**src/hdl/cpu_pkg.sv**
```systemverilog
package cpu_pkg;

    localparam int imm_w = 17;                 // width of the i-type immediate field

    typedef logic [31:0] word_t;               // data or address word
    typedef logic [4:0]  reg_addr_t;           // register number

    // major opcode in bits 31..27
    typedef enum logic [4:0] {
        op_rtype = 5'd0,
        op_j     = 5'd1,
        op_bne   = 5'd2,
        op_addi  = 5'd5,
        op_blt   = 5'd6,
        op_sw    = 5'd7,
        op_lw    = 5'd8
    } opcode_e;

    // alu function field of r-type words
    typedef enum logic [4:0] {
        alu_add = 5'd0,
        alu_sub = 5'd1,
        alu_and = 5'd2,
        alu_or  = 5'd3,
        alu_sll = 5'd4,
        alu_sra = 5'd5
    } alu_op_e;

    typedef struct packed {
        opcode_e    opcode;                    // 31..27
        reg_addr_t  rd;                        // 26..22
        reg_addr_t  rs;                        // 21..17
        reg_addr_t  rt;                        // 16..12
        logic [4:0] shamt;                     // 11..7
        alu_op_e    alu_op;                    // 6..2
        logic [1:0] spare;
    } insn_t;

    localparam insn_t nop_insn = '0;           // add r0 = r0 + r0

    typedef struct packed {
        insn_t insn;
        word_t pc;
    } fd_reg_t;

    typedef struct packed {
        insn_t insn;
        word_t pc;
        word_t a;                              // rs value
        word_t b;                              // rt, or rd for sw and branches
    } dx_reg_t;

    typedef struct packed {
        insn_t insn;
        word_t result;
        word_t store_data;                     // sw data, rides along from operand b
    } xm_reg_t;

    typedef struct packed {
        insn_t insn;
        word_t result;
        word_t mem_data;
    } mw_reg_t;

    // result that decode may bypass from a later stage
    typedef struct packed {
        logic      en;
        reg_addr_t rd;
        word_t     data;
    } fwd_t;

endpackage

```
**src/hdl/alu.sv**
```systemverilog
module alu import cpu_pkg::*; (
    input  word_t      a_i,
    input  word_t      b_i,
    input  alu_op_e    op_i,
    input  logic [4:0] shamt_i,
    output word_t      result_o,
    output logic       not_equal_o,
    output logic       less_than_o      // signed a < b
);

    always_comb begin
        case (op_i)
            alu_add: result_o = a_i + b_i;
            alu_sub: result_o = a_i - b_i;
            alu_and: result_o = a_i & b_i;
            alu_or:  result_o = a_i | b_i;
            alu_sll: result_o = a_i << shamt_i;
            alu_sra: result_o = word_t'($signed(a_i) >>> shamt_i);  // sign bit fills in
            default: result_o = '0;                                // unused op codes
        endcase
    end

    // flags for bne / blt, both taken straight off the operands
    assign not_equal_o = (a_i != b_i);
    assign less_than_o = ($signed(a_i) < $signed(b_i));

endmodule

```
**src/hdl/fetch_stage.sv**
```systemverilog
module fetch_stage import cpu_pkg::*; #(
    parameter word_t reset_pc = '0
) (
    input  logic    clock,
    input  logic    rst_n_i,
    input  word_t   q_imem_i,
    input  logic    branch_taken_i,          // from execute
    input  word_t   branch_target_i,
    output word_t   address_imem_o,
    output fd_reg_t fd_o
);

    word_t   pc_q;
    word_t   pc_d;
    insn_t   fetched;
    logic    is_j;
    word_t   j_target;
    fd_reg_t fd_q;

    assign fetched  = q_imem_i;
    assign is_j     = (fetched.opcode == op_j);       // j is resolved right here
    assign j_target = {5'd0, q_imem_i[26:0]};         // target field zero-extended

    // older redirect wins, a branch in execute beats a j in fetch
    assign pc_d = branch_taken_i ? branch_target_i :
                  is_j           ? j_target        :
                                   pc_q + 32'd1;

    always_ff @(posedge clock) begin
        fd_q.pc <= pc_q;
        if (!rst_n_i) begin
            pc_q      <= reset_pc;
            fd_q.insn <= nop_insn;
        end else begin
            pc_q      <= pc_d;
            fd_q.insn <= (branch_taken_i || is_j) ? nop_insn : fetched;  // squash slot
        end
    end

    assign address_imem_o = pc_q;
    assign fd_o           = fd_q;

    // nothing stalls, so the pc must move on every edge
    a_pc_moves: assert property (@(posedge clock) disable iff (!rst_n_i)
        $past(rst_n_i) |-> pc_q != $past(pc_q));

endmodule

```
**src/hdl/regfile.sv**
```systemverilog
module regfile import cpu_pkg::*; (
    input  logic      clock,
    input  logic      rst_n_i,
    input  logic      we_i,
    input  reg_addr_t waddr_i,
    input  word_t     wdata_i,
    input  reg_addr_t raddr_a_i,
    input  reg_addr_t raddr_b_i,
    output word_t     rdata_a_o,
    output word_t     rdata_b_o
);

    word_t regs [32];
    logic  wr_live;

    assign wr_live = we_i && (waddr_i != '0);         // r0 never takes a write

    always_ff @(posedge clock) begin
        if (!rst_n_i) begin
            for (int i = 0; i < 32; i++) begin
                regs[i] <= '0;
            end
        end else if (wr_live) begin
            regs[waddr_i] <= wdata_i;
        end
    end

    // write-through lets decode see the value committed this cycle
    assign rdata_a_o = (wr_live && waddr_i == raddr_a_i) ? wdata_i : regs[raddr_a_i];
    assign rdata_b_o = (wr_live && waddr_i == raddr_b_i) ? wdata_i : regs[raddr_b_i];

    a_r0_zero: assert property (@(posedge clock) disable iff (!rst_n_i)
        (raddr_a_i != '0 || rdata_a_o == '0) && (raddr_b_i != '0 || rdata_b_o == '0));

endmodule

```
**src/hdl/decode_stage.sv**
```systemverilog
module decode_stage import cpu_pkg::*; (
    input  logic      clock,
    input  logic      rst_n_i,
    input  fd_reg_t   fd_i,
    input  word_t     rdata_a_i,
    input  word_t     rdata_b_i,
    input  fwd_t      ex_fwd_i,            // result being computed in execute
    input  fwd_t      mem_fwd_i,           // result sitting in the memory stage
    input  logic      branch_taken_i,
    output reg_addr_t raddr_a_o,
    output reg_addr_t raddr_b_o,
    output dx_reg_t   dx_o
);

    insn_t   insn;
    logic    rd_on_b;
    word_t   op_a;
    word_t   op_b;
    dx_reg_t dx_q;

    // youngest producer first, then memory stage, then the register file
    function automatic word_t fwd_pick(input reg_addr_t addr, input word_t rf_data,
                                       input fwd_t ex, input fwd_t mem);
        logic hit_ex;
        logic hit_mem;
        hit_ex  = (addr != '0) && ex.en  && (ex.rd  == addr);
        hit_mem = (addr != '0) && mem.en && (mem.rd == addr);
        return hit_ex ? ex.data : (hit_mem ? mem.data : rf_data);
    endfunction

    assign insn    = fd_i.insn;
    assign rd_on_b = insn.opcode inside {op_sw, op_bne, op_blt};  // these read rd on port b

    assign raddr_a_o = insn.rs;
    assign raddr_b_o = rd_on_b ? insn.rd : insn.rt;

    // compare against the address actually driven, not the raw field
    assign op_a = fwd_pick(raddr_a_o, rdata_a_i, ex_fwd_i, mem_fwd_i);
    assign op_b = fwd_pick(raddr_b_o, rdata_b_i, ex_fwd_i, mem_fwd_i);

    always_ff @(posedge clock) begin
        dx_q.pc <= fd_i.pc;
        dx_q.a  <= op_a;
        dx_q.b  <= op_b;
        if (!rst_n_i) begin
            dx_q.insn <= nop_insn;
        end else begin
            dx_q.insn <= branch_taken_i ? nop_insn : insn;  // second slot behind a taken branch
        end
    end

    assign dx_o = dx_q;

endmodule

```
**src/hdl/execute_stage.sv**
```systemverilog
module execute_stage import cpu_pkg::*; (
    input  logic    clock,
    input  logic    rst_n_i,
    input  dx_reg_t dx_i,
    output logic    branch_taken_o,
    output word_t   branch_target_o,
    output fwd_t    ex_fwd_o,
    output xm_reg_t xm_o
);

    insn_t   insn;
    logic    is_bne;
    logic    is_blt;
    logic    is_branch;
    logic    use_imm;                     // addi, lw, sw
    word_t   imm;
    word_t   alu_a;
    word_t   alu_b;
    alu_op_e alu_op;
    word_t   alu_result;
    logic    ne;
    logic    lt;
    xm_reg_t xm_q;

    assign insn      = dx_i.insn;
    assign is_bne    = (insn.opcode == op_bne);
    assign is_blt    = (insn.opcode == op_blt);
    assign is_branch = is_bne || is_blt;
    assign use_imm   = insn.opcode inside {op_addi, op_lw, op_sw};
    assign imm       = {{(32 - imm_w){dx_i.insn[imm_w-1]}}, dx_i.insn[imm_w-1:0]};

    // branches compare rd (in b) against rs (in a)
    assign alu_a  = is_branch ? dx_i.b : dx_i.a;
    assign alu_b  = is_branch ? dx_i.a : (use_imm ? imm : dx_i.b);
    assign alu_op = is_branch ? alu_sub : (use_imm ? alu_add : insn.alu_op);

    alu i_alu (
        .a_i        (alu_a),
        .b_i        (alu_b),
        .op_i       (alu_op),
        .shamt_i    (insn.shamt),
        .result_o   (alu_result),
        .not_equal_o(ne),
        .less_than_o(lt)
    );

    assign branch_taken_o  = (is_bne && ne) || (is_blt && lt);
    assign branch_target_o = dx_i.pc + 32'd1 + imm;

    // lw is left out on purpose, its data only exists after memory
    assign ex_fwd_o.en   = insn.opcode inside {op_rtype, op_addi};
    assign ex_fwd_o.rd   = insn.rd;
    assign ex_fwd_o.data = alu_result;

    always_ff @(posedge clock) begin
        xm_q.result     <= alu_result;
        xm_q.store_data <= dx_i.b;              // rd value for sw
        if (!rst_n_i) begin
            xm_q.insn <= nop_insn;
        end else begin
            xm_q.insn <= insn;                  // a taken branch still moves on itself
        end
    end

    assign xm_o = xm_q;

    a_branch_kind: assert property (@(posedge clock) disable iff (!rst_n_i)
        branch_taken_o |=> xm_q.insn.opcode inside {op_bne, op_blt});

endmodule

```
**src/hdl/memory_writeback.sv**
```systemverilog
module memory_writeback import cpu_pkg::*; (
    input  logic      clock,
    input  logic      rst_n_i,
    input  xm_reg_t   xm_i,
    input  word_t     q_dmem_i,
    output word_t     address_dmem_o,
    output word_t     data_o,
    output logic      wren_o,
    output fwd_t      mem_fwd_o,
    output logic      reg_we_o,
    output reg_addr_t reg_waddr_o,
    output word_t     reg_wdata_o
);

    mw_reg_t mw_q;
    logic    mw_is_lw;

    // data memory is driven straight from the xm register
    assign address_dmem_o = xm_i.result;
    assign data_o         = xm_i.store_data;
    assign wren_o         = (xm_i.insn.opcode == op_sw);

    assign mem_fwd_o.en   = xm_i.insn.opcode inside {op_rtype, op_addi};  // not lw
    assign mem_fwd_o.rd   = xm_i.insn.rd;
    assign mem_fwd_o.data = xm_i.result;

    always_ff @(posedge clock) begin
        mw_q.result   <= xm_i.result;
        mw_q.mem_data <= q_dmem_i;              // load data, read combinationally
        if (!rst_n_i) begin
            mw_q.insn <= nop_insn;
        end else begin
            mw_q.insn <= xm_i.insn;
        end
    end

    assign mw_is_lw    = (mw_q.insn.opcode == op_lw);
    assign reg_we_o    = (mw_q.insn.opcode inside {op_rtype, op_addi, op_lw})
                         && (mw_q.insn.rd != '0);
    assign reg_waddr_o = mw_q.insn.rd;
    assign reg_wdata_o = mw_is_lw ? mw_q.mem_data : mw_q.result;

    // a store never turns into a register write one stage later
    a_store_no_write: assert property (@(posedge clock) disable iff (!rst_n_i)
        wren_o |=> !reg_we_o);

endmodule

```
**src/hdl/processor.sv**
```systemverilog
module processor import cpu_pkg::*; #(
    parameter word_t reset_pc = '0
) (
    input  logic  clock,
    input  logic  rst_n_i,
    output word_t address_imem_o,        // to instruction memory
    input  word_t q_imem_i,
    output word_t address_dmem_o,        // to data memory
    output word_t data_o,
    output logic  wren_o,
    input  word_t q_dmem_i
);

    fd_reg_t   fd;
    dx_reg_t   dx;
    xm_reg_t   xm;
    reg_addr_t raddr_a;
    reg_addr_t raddr_b;
    word_t     rdata_a;
    word_t     rdata_b;
    fwd_t      ex_fwd;
    fwd_t      mem_fwd;
    logic      branch_taken;             // squash and redirect, from execute
    word_t     branch_target;
    logic      reg_we;
    reg_addr_t reg_waddr;
    word_t     reg_wdata;

    fetch_stage #(
        .reset_pc(reset_pc)
    ) i_fetch_stage (
        .clock          (clock),
        .rst_n_i        (rst_n_i),
        .q_imem_i       (q_imem_i),
        .branch_taken_i (branch_taken),
        .branch_target_i(branch_target),
        .address_imem_o (address_imem_o),
        .fd_o           (fd)
    );

    regfile i_regfile (
        .clock    (clock),
        .rst_n_i  (rst_n_i),
        .we_i     (reg_we),
        .waddr_i  (reg_waddr),
        .wdata_i  (reg_wdata),
        .raddr_a_i(raddr_a),
        .raddr_b_i(raddr_b),
        .rdata_a_o(rdata_a),
        .rdata_b_o(rdata_b)
    );

    decode_stage i_decode_stage (
        .clock         (clock),
        .rst_n_i       (rst_n_i),
        .fd_i          (fd),
        .rdata_a_i     (rdata_a),
        .rdata_b_i     (rdata_b),
        .ex_fwd_i      (ex_fwd),
        .mem_fwd_i     (mem_fwd),
        .branch_taken_i(branch_taken),
        .raddr_a_o     (raddr_a),
        .raddr_b_o     (raddr_b),
        .dx_o          (dx)
    );

    execute_stage i_execute_stage (
        .clock          (clock),
        .rst_n_i        (rst_n_i),
        .dx_i           (dx),
        .branch_taken_o (branch_taken),
        .branch_target_o(branch_target),
        .ex_fwd_o       (ex_fwd),
        .xm_o           (xm)
    );

    memory_writeback i_memory_writeback (
        .clock         (clock),
        .rst_n_i       (rst_n_i),
        .xm_i          (xm),
        .q_dmem_i      (q_dmem_i),
        .address_dmem_o(address_dmem_o),
        .data_o        (data_o),
        .wren_o        (wren_o),
        .mem_fwd_o     (mem_fwd),
        .reg_we_o      (reg_we),
        .reg_waddr_o   (reg_waddr),
        .reg_wdata_o   (reg_wdata)
    );

endmodule

```
**config.mk**
```make
export PLATFORM = sky130hd
export DESIGN_NAME = processor
export DESIGN_NICKNAME = d
export VERILOG_FILES = /design/src/hdl/cpu_pkg.sv /design/src/hdl/alu.sv /design/src/hdl/fetch_stage.sv /design/src/hdl/regfile.sv /design/src/hdl/decode_stage.sv /design/src/hdl/execute_stage.sv /design/src/hdl/memory_writeback.sv /design/src/hdl/processor.sv
export SDC_FILE = /design/constraint.sdc
export NUM_CORES = 2
export LEC_CHECK = 0
export BUFFER_PORTS_ARGS = -buffer_cell sky130_fd_sc_hd__buf_2
export CORE_MARGIN = 5
export CORE_UTILIZATION = 30
export CTS_CLUSTER_DIAMETER = 40
export DETAILED_ROUTE_END_ITERATION = 10
export SYNTH_ARGS = -nofsm -noshare
export SYNTH_HDL_FRONTEND = slang
export SYNTH_HIERARCHICAL = 1
export SYNTH_SLANG_ARGS = --single-unit
```
**constraint.sdc**
```tcl
create_clock -name clock -period 5.95 [get_ports clock]
set_input_delay 1.19 -clock clock [delete_from_list [all_inputs] [get_ports clock]]
set_output_delay 1.19 -clock clock [all_outputs]
set_load 0.01 [all_outputs]
```
* Yosys cells after proc, flatten, opt, wreduce, memory -nomap -nowiden
Memories as Yosys holds them, arrays and structs flattened. A register that Yosys moved wholly into a read port is not among the register bits.
Index checks and enable logic that the tools add are counted.
** Operators by class
- Add/sub/neg operators :: 5
- Bitwise operators :: 3
- Equality and inequality tests :: 25
- Reduce and logical (&&, ||, !) cells :: 32
- Multiplexer cells :: 24
- Shifts and indexed selects :: 2
- Multiply operators :: 0
- $lt $le $gt $ge :: 1
- Div/mod/pow operators :: 0
** Operators by type and width (number)
- 32-bit 2-to-1 mux :: 13
- 32-bit one-hot mux with 6 select lines :: 1
- 32-bit by 1-bit adder with 32-bit output (second input constant) :: 2
- 32-bit adder :: 2
- 5-bit by 3-bit == test with 1-bit output (second input constant) :: 10
- 32-bit AND :: 1
- 32-bit less-than comparator :: 1
- 32-bit != test :: 1
- 32-bit bitwise OR :: 1
- 32-bit OR reduction :: 1
- 32-bit by 5-bit << shifter with 32-bit output :: 1
- 32-bit by 5-bit >>> shifter with 32-bit output :: 1
- 32-bit subtractor :: 1
- 5-bit == test :: 6
- 5-bit 2-to-1 mux :: 5
- 5-bit by 2-bit == test with 1-bit output (second input constant) :: 4
- 5-bit logical NOT :: 4
- 5-bit nonzero test :: 3
- 1-bit logical AND :: 14
- 5-bit by 1-bit == test with 1-bit output (second input constant) :: 2
- 5-bit by 4-bit == test with 1-bit output (second input constant) :: 2
- 3-bit nonzero test :: 3
- 1-bit 2-to-1 mux :: 5
- 2-bit nonzero test :: 2
- 3 further kinds :: 6
** Word-level totals
- Latch bits :: 0
- Logic and storage cells :: 119
- Memories :: 1
- Output and inout bits :: 97
- Memory bits (writable) :: 1024
- Bits in read-only memories :: 0
- Register bits :: 367
- Input bits :: 66
** Memories
- i_regfile.regs :: depth 32, width 32, read ports 2, clocked after Yosys merged registers in 1, wr ports 32, RTL line regfile.sv:13 : word_t regs [32];

* Longest topological paths before layout
- Depth in word-level cells :: 10
- Gate-level depth with buffers :: 25
- Depth with buffers taken out :: 20

* Modules after synthesis
Netlist, hierarchy kept.
** By module, submodules not included
- regfile :: sequential area each 30749.5 um^2, instances 1, area each 53612.7 um^2, cells an instance 3499
- alu :: sequential area each 0.0 um^2, instances 1, area each 8929.8 um^2, cells an instance 1289
- execute_stage :: sequential area each 1921.8 um^2, instances 1, area each 5391.4 um^2, cells an instance 605
- decode_stage :: sequential area each 2562.5 um^2, instances 1, area each 5171.2 um^2, cells an instance 529
- fetch_stage :: sequential area each 1921.8 um^2, instances 1, area each 3460.8 um^2, cells an instance 342
- memory_writeback :: sequential area each 1481.4 um^2, instances 1, area each 2921.6 um^2, cells an instance 237

* Worst setup path after synthesis
No wires, ideal clock.
- Path type :: in2reg
- Start point :: input rst_n_i
- End point :: memory i_regfile/regs[24][0] in the netlist's numbering, enable pin
- Path buffers :: 1
- Path slack :: 0.741 ns
- Setup time :: 0.466 ns
- Stages :: 4
- Arrival time :: 4.743 ns
- Required time :: 5.484 ns
- Path through :: inv_1 -> or4_1 -> buf_2 -> o21ai_0
** RTL lines
- start: declaration :: RTL line processor.sv:5 : input logic rst_n_i,
- end: declaration :: RTL line regfile.sv:13

* Worst setup path in the final report
- Start point :: register, netlist name i_decode_stage/dx_o[126]
- End point :: register i_fetch_stage.pc_q[28], in the netlist i_fetch_stage/address_imem_o[28]
** On the way
- Word-level cells in the longest chain between the ends :: 8
- Elaborated cells between the ends (all ways) :: 16
- Classes of those cells :: order compare (1); eq/ne (6); mux (4); reduce/logical (5)
** RTL lines
- 5-bit by 3-bit == test with 1-bit output / 5-bit by 4-bit == test with 1-bit output (equally long branches) :: RTL line execute_stage.sv:29 : assign use_imm = insn.opcode inside {op_addi, op_lw, op_sw};
- 3-bit nonzero test :: RTL line execute_stage.sv:29
- 32-bit 2-to-1 mux :: RTL line execute_stage.sv:34 : assign alu_b = is_branch ? dx_i.a : (use_imm ? imm : dx_i.b);
- 32-bit 2-to-1 mux (*) :: RTL line execute_stage.sv:34
- net i_execute_stage.alu_b[0] :: RTL line execute_stage.sv:18 : word_t alu_b;
- 32-bit less-than comparator (*) :: RTL line alu.sv:25 : assign less_than_o = ($signed(a_i) < $signed(b_i));
- net i_execute_stage.lt :: RTL line execute_stage.sv:22 : logic lt;
- 1-bit logical AND (*) :: RTL line execute_stage.sv:47 : assign branch_taken_o = (is_bne && ne) || (is_blt && lt);
- 1-bit logical OR (*) :: RTL line execute_stage.sv:47
- net branch_taken :: RTL line processor.sv:23 : logic branch_taken;
- 32-bit 2-to-1 mux (*) :: RTL line fetch_stage.sv:25 : assign pc_d = branch_taken_i ? branch_target_i :
- end signal: assignment :: RTL line fetch_stage.sv:32 : pc_q <= reset_pc;
- end signal: assignment :: RTL line fetch_stage.sv:35 : pc_q <= pc_d;
- end: declaration :: RTL line fetch_stage.sv:13 : word_t pc_q;
Mark *: on every way through the listed nets, which the timed path passes. The rest lies on a longest branch.
A chain may end at the register's enable or synchronous reset.

==> impl_metrics.py <==
metrics = {
    "global_route": {
        "grt_antenna_before_repair": 37,
        "grt_overflow_total": 0,
        "grt_max_degree": 90,
        "track_usage": 0.200,
        "grt_pass1_vias": 55300,
        "grt_first_pass_wirelength_um": 403000,
    },
    "routing": {
        "drt_iter0_drc": 6430,
        "via_per_inst": 5.58,
        "routedWlPerCell_um": 27.9,
        "wl_met1_um": 112000,
        "routed_wl_um": 281000,
        "dr_wl_met3_um": 26200,
        "ant_nets": 0,
        "wl_met2_um": 128000,
        "drc": 0,
        "vias": 56200,
        "top_layer": "met5",
        "dr.pass1.iters": 6,
    },
    "cells_and_area": {
        "area_growth_pct": 14.2,
        "fin_nets": 6582,
        "fin_util": 0.344,
        "mostFrequentLayoutCell": "and2_1",
        "seq_area_um2": 38100,
        "drive_gt1_frac": 0.233,
        "multiInputGateArea_um2": 37300,
        "fillerInstances": 25300,
        "final_cell_mix": "and2_1 (1081), edfxtp_1 (1024), mux4_2 (540), dfxtp_1 (361), nand2_1 (306)",
    },
    "pwr": {
        "leakagePower_nw": 32.4,
        "p_comb_frac": 0.301,
        "clock_power_share": 0.351,
        "swShare": 0.365,
        "cellPowerDensity_nw_per_um2": 385,
        "power_switching_mw": 12.6,
        "seqPwrFrac": 0.348,
        "ir_worst_vdd_mv": 0.339,
        "p_int_mw": 22.0,
    },
    "logic_synthesis": {
        "syn-cell-area_um2": 78800,
        "ys_warn_count": 6,
        "syn_inst": 6447,
        "syn_avg_cell_area_um2": 12.2,
    },
    "timing": {
        "slew_headroom": 0.157,
        "hold_violations": 0,
        "rsz0062_at_grt": "no",
        "setup_violations": 0,
        "tightest_slew_ns": 1.26,
        "max_clock_freq_ghz": 0.179,
        "setup_tns_ns": 0,
        "slew_viol_final": 0,
        "setup_ws_ns": 0.360,
        "min_period_ns": 5.59,
        "layout_worst_path_cycle_share": 0.939,
        "skew_ns": 0.0390,
    },
    "setup_path": {
        "critPathMaxFanout": 58,
        "path_delay_family": "compound AO/OA/AOI/OAI gates",
        "startpoint_type": "flop",
        "cpMaxStageDelayCell": "or4b_4",
        "critPathRequiredTime_ns": 6.65,
        "crit_path_end_kind": "flop",
        "cp_cell_sequence": "or4b_4, a21o_1, mux2i_1, o21ai_0, ha_1, inv_1, fa_1, nor2b_1, o211ai_1, nand2_1, a2111oi_4, o41ai_2, nand2_1, o211ai_1, o21ai_0, mux2i_1, nor2b_4, buf_12, nor2_4, nand2_2, o21ai_0",
        "crit_type": "reg -> reg",
        "arrival_ns": 6.29,
        "critPathMaxStageDelay_ns": 0.52,
        "crit_buf_inv": 2,
        "crit_top_cell": "o21ai_0",
    },
    "die": {
        "die_x_um": 522,
        "ios": 163,
        "die_h_um": 522,
        "start_util": 0.301,
        "die-area_um2": 273000,
        "rows": 188,
        "fp.coreArea_um2": 262000,
    },
    "clock_tree": {
        "clkLatencyLatePin_ns": 0.85,
        "cts_sinks": 1391,
        "htreeDepth": 4,
        "cts_setup_buffers": 0,
        "cts_tree": "built",
        "cts.path.max_buffers": 3,
        "cts_buffers": 196,
        "cts-root-buf": "clkbuf_16",
        "clk_pin_slew_ns": 0.06,
    },
    "outcome": {
        "status": "complete, no violations",
    },
    "place": {
        "port_buffers": 162,
        "place_hpwl_um": 193000,
        "pre_cts_ws_ns": 0.0901,
        "gp_congestion": 0.970,
    },
    "worst_hold_path": {
        "hp-class": "reg -> reg",
    },
    "flow_run": {
        "max_cap_viol_count": 0,
    },
}
[power by group through the flow]
| stage | clock, mW | sequential, mW | combinational (mW) |
|---|---|---|---|
| 2_1_floorplan | 0 | 11.7 | 6.92 |
| 3_3_place_gp | 0 | 12.2 | 10.1 |
| 3_5_place_dp | 0 | 12.2 | 10.1 |
| 4_1_cts | 12.4 | 12.1 | 10.2 |
| 5_1_grt | 12.8 | 12.1 | 11.0 |
| 6_report | 12.2 | 12.1 | 10.4 |
[path summary, 6_finish.rpt]
| kind | endpoint | cells past startpoint | from | slack, ns |
|---|---|---|---|---|
| setup / recovery | i_fetch_stage/address_imem_o[28] | 21 | i_decode_stage/dx_o[126] | 0.36 |
| hold reg to reg | i_decode_stage/dx_o[94] | 0 | i_fetch_stage/fd_o[30] | 0.32 |
| setup reg to reg | i_fetch_stage/address_imem_o[28] | 21 | i_decode_stage/dx_o[126] | 0.36 |
| hold / removal | i_decode_stage/dx_o[94] | 0 | i_fetch_stage/fd_o[30] | 0.32 |
[metal layers]
layer  global-route usage  vias to the layer above
met5                    0                        -
met4               0.0951                       18
met3               0.0408                      676
met2                0.314                     3070
met1                0.266                    28500
li1                     -                    24000
[per-stage QoR]
| step | instances | power, mW | hold WS (ns) | area, um2 |
|---|---|---|---|---|
| floorplan | 6478 | 18.6 | 0.310 | 78900 |
| global placement | 9693 | 22.3 | 0.311 | 83100 |
| detailed placement | 9693 | 22.4 | 0.312 | 83100 |
| CTS | 10100 | 34.6 | 0.319 | 90000 |
| global route | 10100 | 35.9 | 0.327 | 90000 |
| finish | 10100 | 34.7 | 0.319 | 90000 |
[layout make-up]
| cell class | instances | share of cell area |
|---|---|---|
| tap | 3515 | 0.0489 |
| clock inverter | 149 | 0.0194 |
| multi-input combinational | 4243 | 0.414 |
| sequential | 1391 | 0.423 |
| clock buffer | 223 | 0.0573 |
| inverter | 155 | 0.00646 |
| antenna | 5 | 0.000139 |
| timing repair buffer | 389 | 0.0303 |
[sequential cells by signal, summed over array words and instances, names as in the netlist]
register                        count
i_regfile/regs                   1024
i_memory_writeback/mw_q            69
i_decode_stage/dx_o               123
i_fetch_stage/fd_o                 64
i_memory_writeback/reg_waddr_o      5
i_execute_stage/xm_o               74
i_fetch_stage/address_imem_o       32
[timing repair]
action / in CTS / in global routing
gates resized for setup: 0 / 4
setup endpoints to repair: 0 / 29
hold buffers: 0 / 0
Note: power is estimated with default switching activity, not from simulation.
